**src/source/aes_gctr_pkg.sv**
```systemverilog
/* Shared widths, types and byte functions of the AES-256 GCTR datapath.
   Modules import it in their bodies and use scoped names in their headers. */

`default_nettype none

package aes_gctr_pkg;

    localparam int NB_BLOCK      = 128;                        // Bits per AES block.
    localparam int NB_BYTE       = 8;                          // Bits per byte.
    localparam int N_BYTES       = NB_BLOCK / NB_BYTE;         // Bytes per block.
    localparam int N_STATE_ROWS  = 4;                          // State is 4 x 4 bytes.
    localparam int N_ROUNDS      = 14;                         // AES-256 round count.
    localparam int N_BLOCKS      = 2;                          // Lanes per beat.
    localparam int NB_DATA       = N_BLOCKS * NB_BLOCK;        // Data bits per beat.
    localparam int NB_ROUND_KEYS = (N_ROUNDS + 1) * NB_BLOCK;  // All round keys.
    localparam int NB_INC_MODE   = 2;                          // Increment mode width.

    // Rounds per pipeline stage; must divide N_ROUNDS.
    localparam int STAGES_BETWEEN_REGS_DEFAULT = 1;

    localparam int           SBOX_ENTRIES = 256;               // One entry per byte value.
    localparam logic [7:0]   GF_POLY_LOW  = 8'h1B;             // Low bits of x^8+x^4+x^3+x+1.

    typedef logic [NB_BLOCK-1:0]      block_t;       // One 128-bit block.
    typedef logic [NB_DATA-1:0]       data_t;        // One beat, lane k at bit k*128.
    typedef logic [NB_ROUND_KEYS-1:0] round_keys_t;  // Key k at bit k*128, key 0 whitens.
    typedef logic [NB_BYTE-1:0]       byte_t;        // One byte.

    // Width of the counter field that takes the increment.
    typedef enum logic [NB_INC_MODE-1:0]
    {
        INC_32  = 2'd0,
        INC_64  = 2'd1,
        INC_96  = 2'd2,
        INC_128 = 2'd3
    } inc_mode_e;

    // Forward S-box, entry 0 in the top byte.
    localparam logic [SBOX_ENTRIES*NB_BYTE-1:0] SBOX_TABLE =
    {
        128'h637c777bf26b6fc53001672bfed7ab76,
        128'hca82c97dfa5947f0add4a2af9ca472c0,
        128'hb7fd9326363ff7cc34a5e5f171d83115,
        128'h04c723c31896059a071280e2eb27b275,
        128'h09832c1a1b6e5aa0523bd6b329e32f84,
        128'h53d100ed20fcb15b6acbbe394a4c58cf,
        128'hd0efaafb434d338545f9027f503c9fa8,
        128'h51a3408f929d38f5bcb6da2110fff3d2,
        128'hcd0c13ec5f974417c4a77e3d645d1973,
        128'h60814fdc222a908846eeb814de5e0bdb,
        128'he0323a0a4906245cc2d3ac629195e479,
        128'he7c8376d8dd54ea96c56f4ea657aae08,
        128'hba78252e1ca6b4c6e8dd741f4bbd8b8a,
        128'h703eb5664803f60e613557b986c11d9e,
        128'he1f8981169d98e949b1e87e9ce5528df,
        128'h8ca1890dbfe6426841992d0fb054bb16
    };

    // SubBytes lookup for one byte.
    function automatic byte_t aes_sbox(input byte_t i_byte);
        int entry;
        entry = SBOX_ENTRIES - 1 - int'(i_byte);  // Table is stored top down.
        return SBOX_TABLE[entry*NB_BYTE +: NB_BYTE];
    endfunction

    // Multiply by x in GF(2^8).
    function automatic byte_t gf_xtime(input byte_t i_byte);
        byte_t shifted;
        shifted = {i_byte[NB_BYTE-2:0], 1'b0};
        return i_byte[NB_BYTE-1] ? (shifted ^ GF_POLY_LOW) : shifted;  // Reduce on carry out.
    endfunction

endpackage

`default_nettype wire
```
**src/source/gctr_counter_control.sv**
```systemverilog
/* Counter control for the GCTR lanes.
   Builds one counter per lane from the initial or chained counter and keeps the
   chain going across valid beats. */

`timescale 1ns/1ps
`default_nettype none

module gctr_counter_control
(
    input  wire                          i_clock,
    input  wire                          i_reset,
    input  wire                          i_valid,                  // Beat strobe.
    input  wire                          i_sop,                    // Start of packet.
    input  wire aes_gctr_pkg::block_t    i_initial_counter_block,  // Loaded on sop.
    input  wire aes_gctr_pkg::inc_mode_e i_inc_mode,               // Static.
    output wire aes_gctr_pkg::data_t     o_counter_blocks          // Lane k at bit k*128.
);

    import aes_gctr_pkg::*;

    block_t      counter_saved;                // Counter after the last lane of last beat.
    wire block_t counter_chain [N_BLOCKS+1];   // Entry k feeds lane k, last is next beat.

    // First lane restarts on sop, else continues the stream.
    assign counter_chain[0] = i_sop ? i_initial_counter_block : counter_saved;

    for (genvar k = 0; k < N_BLOCKS; k++)
    begin : g_lane
        assign o_counter_blocks[k*NB_BLOCK +: NB_BLOCK] = counter_chain[k];

        // Next lane gets the incremented counter.
        inc_counter_block inc_counter_block_inst
        (
            .i_block (counter_chain[k]),
            .i_mode  (i_inc_mode),
            .o_block (counter_chain[k+1])
        );
    end

    // Keep the follow-on counter for the next beat.
    always_ff @(posedge i_clock)
    begin
        if (i_reset)
        begin
            counter_saved <= '0;
        end
        else if (i_valid)
        begin
            counter_saved <= counter_chain[N_BLOCKS];  // Idle cycles hold it.
        end
    end

endmodule

`default_nettype wire

```
**src/source/inc_counter_block.sv**
```systemverilog
/* Counter block increment for GCTR.
   Adds one within the low 32, 64, 96 or 128 bits; upper bits pass unchanged. */

`timescale 1ns/1ps
`default_nettype none

module inc_counter_block
(
    input  wire aes_gctr_pkg::block_t    i_block,  // Current counter block.
    input  wire aes_gctr_pkg::inc_mode_e i_mode,   // Static field width select.
    output aes_gctr_pkg::block_t         o_block   // Next counter block.
);

    import aes_gctr_pkg::*;

    always_comb
    begin
        o_block = i_block;  // Bits above the field stay as they are.
        case (i_mode)
            INC_32:
            begin
                o_block[31:0] = i_block[31:0] + 32'd1;  // Wraps inside 32 bits.
            end
            INC_64:
            begin
                o_block[63:0] = i_block[63:0] + 64'd1;
            end
            INC_96:
            begin
                o_block[95:0] = i_block[95:0] + 96'd1;
            end
            default:
            begin
                o_block = i_block + block_t'(1);  // Full block wrap.
            end
        endcase
    end

endmodule

`default_nettype wire

```
**config.mk**
```make
export PLATFORM = sky130hd
export DESIGN_NAME = gctr_counter_control
export DESIGN_NICKNAME = d
export VERILOG_FILES = /design/src/source/aes_gctr_pkg.sv /design/src/source/gctr_counter_control.sv /design/src/source/inc_counter_block.sv
export SDC_FILE = /design/constraint.sdc
export NUM_CORES = 1
export LEC_CHECK = 0
export BUFFER_PORTS_ARGS = -buffer_cell sky130_fd_sc_hd__buf_4
export CAP_MARGIN = 20
export CORE_ASPECT_RATIO = 2
export CORE_MARGIN = 3
export CORE_UTILIZATION = 50
export DETAILED_ROUTE_END_ITERATION = 10
export GPL_TIMING_DRIVEN = 0
export PLACE_DENSITY = 0.74
export SLEW_MARGIN = 30
export SYNTH_ARGS = -nofsm -noshare
export SYNTH_HDL_FRONTEND = slang
export SYNTH_SLANG_ARGS = --single-unit
```
**constraint.sdc**
```tcl
create_clock -name i_clock -period 8.45 [get_ports i_clock]
set_input_delay 0.4225 -clock i_clock [delete_from_list [all_inputs] [get_ports i_clock]]
set_output_delay 0.4225 -clock i_clock [all_outputs]
set_load 0.02 [all_outputs]
```
==> impl_metrics.csv, run 1 <==
group,metric,value,unit
logic_synthesis,synth_ff_type,"dfxtp_1",
placed_design,portBuffers,387,
clocking,clockBufferDepth,2,
grt,grt_use_total,0.631,
placed_design,place_congestion,1.22,
grt,grt_pass1_vias,26000,
logic_synthesis,syn-num-nets,2613,
floorplanning,initial_core_util,0.506,
grt,overflow,13,
floorplanning,fp.dieW,139,um
logic_synthesis,synth_cells,2477,
floorplanning,die_y,272,um
clocking,hold_buffers,0,
placed_design,dp_slack,-2.36,ns
floorplanning,io_pins,390,
clocking,htree_levels,4,
status,status,"stopped before the end",
logic_synthesis,yosysWarnings,0,
status,haltStage,"global routing",
logic_synthesis,ys_types,88,
logic_synthesis,async_flop_share,0,
placed_design,place_hpwl,90.6,mm
clocking,clock-sinks,128,
logic_synthesis,synth_edf_count,0,
logic_synthesis,synth_area_per_cell,7.17,sq um
clocking,numCtsBuffers,17,
floorplanning,fp-row-count,97,
logic_synthesis,ys_seq_area_frac,0.144,
grt,grt_max_degree,20,
grt,grt_pass1_wl,179,mm
logic_synthesis,ys_ff_latch,128,
clocking,cts-root-buf,"clkbuf_16",
logic_synthesis,synth_area,17800,sq um
status,firstError,"[ERROR GRT-0116] Global routing finished with congestion. Check the congestion regions in the DRC Viewer.",
[synth_stat cells (62+ instances only)]
cell | count | share of area
buf_4 | 267 | 0.11
nand2_1 | 207 | 0.044
nor2_1 | 190 | 0.040
nand3_1 | 184 | 0.052
nand4_1 | 137 | 0.048
dfxtp_1 | 128 | 0.14
inv_1 | 114 | 0.024
xnor2_1 | 109 | 0.054
mux2i_1 | 88 | 0.050
nor4_1 | 79 | 0.028
clkbuf_1 | 69 | 0.015
a211oi_1 | 62 | 0.026
[layer usage]
| metal | overflow | GRT usage |
|---|---|---|
| met1 | 0 | 0.583 |
| met2 | 7 | 0.908 |
| met3 | 0 | 0.345 |
| met4 | 6 | 0.724 |
| met5 | 0 | 0.0237 |
[metrics by stage]
step	instance area [sq um]	hold slack [ns]	std cells	utilization
after floorplan	17800	0.444	2477	-
after global placement	21200	0.454	3309	0.605
after detailed placement	21400	0.468	3314	0.609
after CTS	22200	0.349	3360	0.634
[kinds of logic after synthesis]
| kind of cell | count (synthesis) | share of synthesized area |
|---|---|---|
| mux | 145 | 0.0858 |
| simple gates | 1187 | 0.377 |
| buf+inv | 490 | 0.165 |
| fa+ha+maj | 2 | 0.00141 |
| compound gates | 371 | 0.150 |
| xor+xnor | 154 | 0.0760 |
| flops | 128 | 0.144 |
[repair_timing]
action / CTS
setup buffers: 15
setup endpoints to repair: 75
pin swaps: 12
gates resized for setup: 19
==> inputs of run 2 (changes only) <==
--- a/config.mk
+++ b/config.mk
@@ -7,12 +7,11 @@
 export LEC_CHECK = 0
 export BUFFER_PORTS_ARGS = -buffer_cell sky130_fd_sc_hd__buf_4
 export CAP_MARGIN = 20
-export CORE_ASPECT_RATIO = 2
 export CORE_MARGIN = 3
-export CORE_UTILIZATION = 50
+export CORE_UTILIZATION = 35
 export DETAILED_ROUTE_END_ITERATION = 10
 export GPL_TIMING_DRIVEN = 0
-export PLACE_DENSITY = 0.74
+export PLACE_DENSITY_LB_ADDON = 0.15
 export SLEW_MARGIN = 30
 export SYNTH_ARGS = -nofsm -noshare
 export SYNTH_HDL_FRONTEND = slang
==> run 2 against run 1 <==
- the flow now finishes without violations
- area after synthesis unchanged
- synthesized cell count did not move
==> impl_metrics.csv, run 2 <==
group,metric,value,unit
cells_and_area,final_common_cell,"buf_4",
grt,antenna_found_initial,4,
timing,period_share,0.975,
setup_path,crit_family,"simple AND/OR/NAND/NOR gates",
setup_path,max_stage_delay,0.76,ns
setup_path,crit_path_frequent_cell,"buf_4",
logic_synthesis,ys_seq_area_frac,0.144,
logic_synthesis,netlist.area_leader.share,0.144,
cells_and_area,largest_reg_flops,128,
routing,viasPerCell,6.46,
logic_synthesis,synth_area_leader_cell,"dfxtp_1",
setup_path,worstPathMaxFanout,19,
logic_synthesis,ys_ff_latch,128,
clocking,clk_latency,0.51,ns
setup_path,worst-setup-path-type,"in -> reg",
clocking,clk_pin_slew_worst_paths,0.06,ns
timing,slew_viol_final,0,
grt,grt_pass1_wl,160,mm
cells_and_area,drive_gt1_frac,0.304,
timing,max_slew_margin,0.230,
routing,drt_iter0_drc,3076,
logic_synthesis,synth_cells,2477,
routing,drc,0,
logic_synthesis,synth_area,17800,sq um
clocking,cts-root-buf,"clkbuf_16",
clocking,htree_levels,4,
setup_path,end_kind,"flip-flop",
placed_design,place_area,21600,sq um
clocking,cts_tree,"built",
routing,dr_total_vias,23200,
timing,finClkSkew,0.00920,ns
placed_design,dp_slack,-2.25,ns
timing,finalHoldViolCount,0,
power_and_ir_drop,ir_drop,0.000161,V
timing,finalSetupTns,0,ns
logic_synthesis,yosysWarnings,0,
setup_path,crit_chain,"buf_4, buf_6, buf_6, buf_4, buf_4, buf_6, buf_4, buf_4, buf_4, mux2_2, ha_1, nand4_1, a22oi_2, buf_4, nand4_2, nor4_2, a21oi_1, or4b_1, nor3_2, nand3_2, nor4_4, buf_2, a311oi_1, nor4_1",
routing,dr.pass1.iters,6,
routing,wl,114,mm
logic_synthesis,yosysMostFrequentCell,"buf_4",
setup_path,arrival,8.65,ns
cells_and_area,fin_area,22700,sq um
logic_synthesis,ys_top_cells_by_count,"buf_4, nand2_1, nor2_1",
floorplanning,die_y,231,um
hold_path,hp-class,"in -> reg",
logic_synthesis,synth_edf_count,0,
routing,ant_nets,0,
floorplanning,dieArea,53500,sq um
logic_synthesis,synth_area_leaders,"dfxtp_1, buf_4, xnor2_1",
floorplanning,core,49600,sq um
power_and_ir_drop,leakagePower,0.00942,uW
timing,setup_ws,0.208,ns
floorplanning,fp-row-count,81,
logic_synthesis,synth_ff_type,"dfxtp_1",
cells_and_area,layoutNonFillerInstCount,3588,
logic_synthesis,synth_area_per_cell,7.17,sq um
timing,min_period,8.24,ns
timing,setup-violations-final,0,
grt,grt_use_total,0.412,
floorplanning,fp.dieW,231,um
cells_and_area,area_growth,27.7,%
timing,worst_slew_pin_slew,1.15,ns
grt,grt_max_degree,20,
setup_path,required,8.86,ns
timing,max_freq,0.121,GHz
cells_and_area,n_fill_cell,5190,
clocking,clockBufferDepth,2,
cells_and_area,regMostFlops,"counter_saved",
cells_and_area,reg_top3,"counter_saved (128)",
clocking,clock-sinks,128,
clocking,numCtsBuffers,17,
power_and_ir_drop,p_per_area,125,nW/um^2
timing,rsz0062_at_grt,"false",
floorplanning,initial_core_util,0.358,
status,status,"complete, no violations",
placed_design,place_congestion,1.06,
placed_design,place_hpwl,89.7,mm
logic_synthesis,syn-num-nets,2613,
routing,avgRoutedWirePerCell,31.9,um
cells_and_area,final_nets,3044,
grt,grt_pass1_vias,22300,
grt,overflow,0,
setup_path,crit_path_start_kind,"input pin",
logic_synthesis,ys_types,88,
setup_path,worst-path-buf-inv,11,
logic_synthesis,async_flop_share,0,
cells_and_area,final_cell_mix,"buf_4, nand2_1, nor2_1",
setup_path,critPathSlowestCell,"nor4_2",
placed_design,dpl.cell_count,3533,
floorplanning,io_pins,390,
placed_design,portBuffers,387,
flow_run,max-cap-violations,0,
## run 2: cell counts after synthesis
No cell type changed its count.
## run 2: cell type report
type	count	area (sq um)	share of cell area
clock inverters	10	229	0.0101
inverters	116	435	0.0192
well taps	664	831	0.0366
repair buffers	414	3140	0.139
plain buffers	372	2510	0.111
multi-input cells	1859	12500	0.550
clock buffers	22	474	0.0209
flip-flops and latches	128	2560	0.113
diodes	3	7.51	0.000331
## run 2: final timing paths
kind	depth (start not counted)	to	slack, ns	from
min	3	counter_saved[81]	0.32	i_initial_counter_block[81]
max	24	counter_saved[97]	0.21	i_sop
min reg2reg	2	counter_saved[87]	0.49	counter_saved[87]
max reg2reg	14	counter_saved[97]	1.84	counter_saved[6]
## run 2: kinds of logic (layout without fill, tap and decap cells)
kind of cell | Yosys count | after routing | synth area share
buffers and inverters | 490 | 934 | 0.165
xor gates and xnor gates | 154 | 154 | 0.0760
AOI/OAI and AO/OA | 371 | 371 | 0.150
DFF | 128 | 128 | 0.144
muxes | 145 | 145 | 0.0858
other | 0 | 3 | 0
and+or+nand+nor | 1187 | 1187 | 0.377
adders and majority gates | 2 | 2 | 0.00141
## run 2: where the power goes
part / internal, uW / switching (uW) / total [uW]
registers: 648 / 51.5 / 699
logic: 474 / 701 / 1180
clock network: 605 / 360 / 965
total: 1730 / 1110 / 2840
## run 2: per-layer routing
layer  vias up  wire, um  part of all wire  global-route usage
met5         -        28           0.00024                   0
met4         4      7650             0.067               0.239
met1     11100     43600              0.38               0.519
met3       400     13500              0.12               0.110
li1       9860         -                 -                   -
met2      1791     49500              0.43               0.634
## run 2: worst register-to-register path, cell delays in order (launching register included)
cell and delay, ns:
dfxtp_1 0.48, nand3b_1 0.16, a211oi_1 0.63, clkbuf_1 0.53, nand3_1 0.53, buf_2 0.39, nor4_2 0.46, xor2_1 0.34
nand4_1 0.42, nor3_2 0.64, nand3_2 0.44, nor4_4 0.64, buf_2 0.42, a311oi_1 0.15, nor4_1 0.29
## run 2: timing repair
item	in CTS	in global routing
hold buffers	0	0
setup endpoints to repair	101	49
gates resized for setup	17	6
pin swaps	11	3
setup buffers	19	2
cloned	0	0
## run 2: stage by stage
step | power (uW) | hold slack [ns] | utilization
3_5_place_dp | 1850 | 0.474 | 0.436
2_1_floorplan | 1370 | 0.444 | -
4_1_cts | 2810 | 0.278 | 0.456
6_report | 2840 | 0.319 | 0.458
5_1_grt | 2910 | 0.290 | 0.457
3_3_place_gp | 1850 | 0.467 | 0.434
Power figures use the tool's default switching activity.
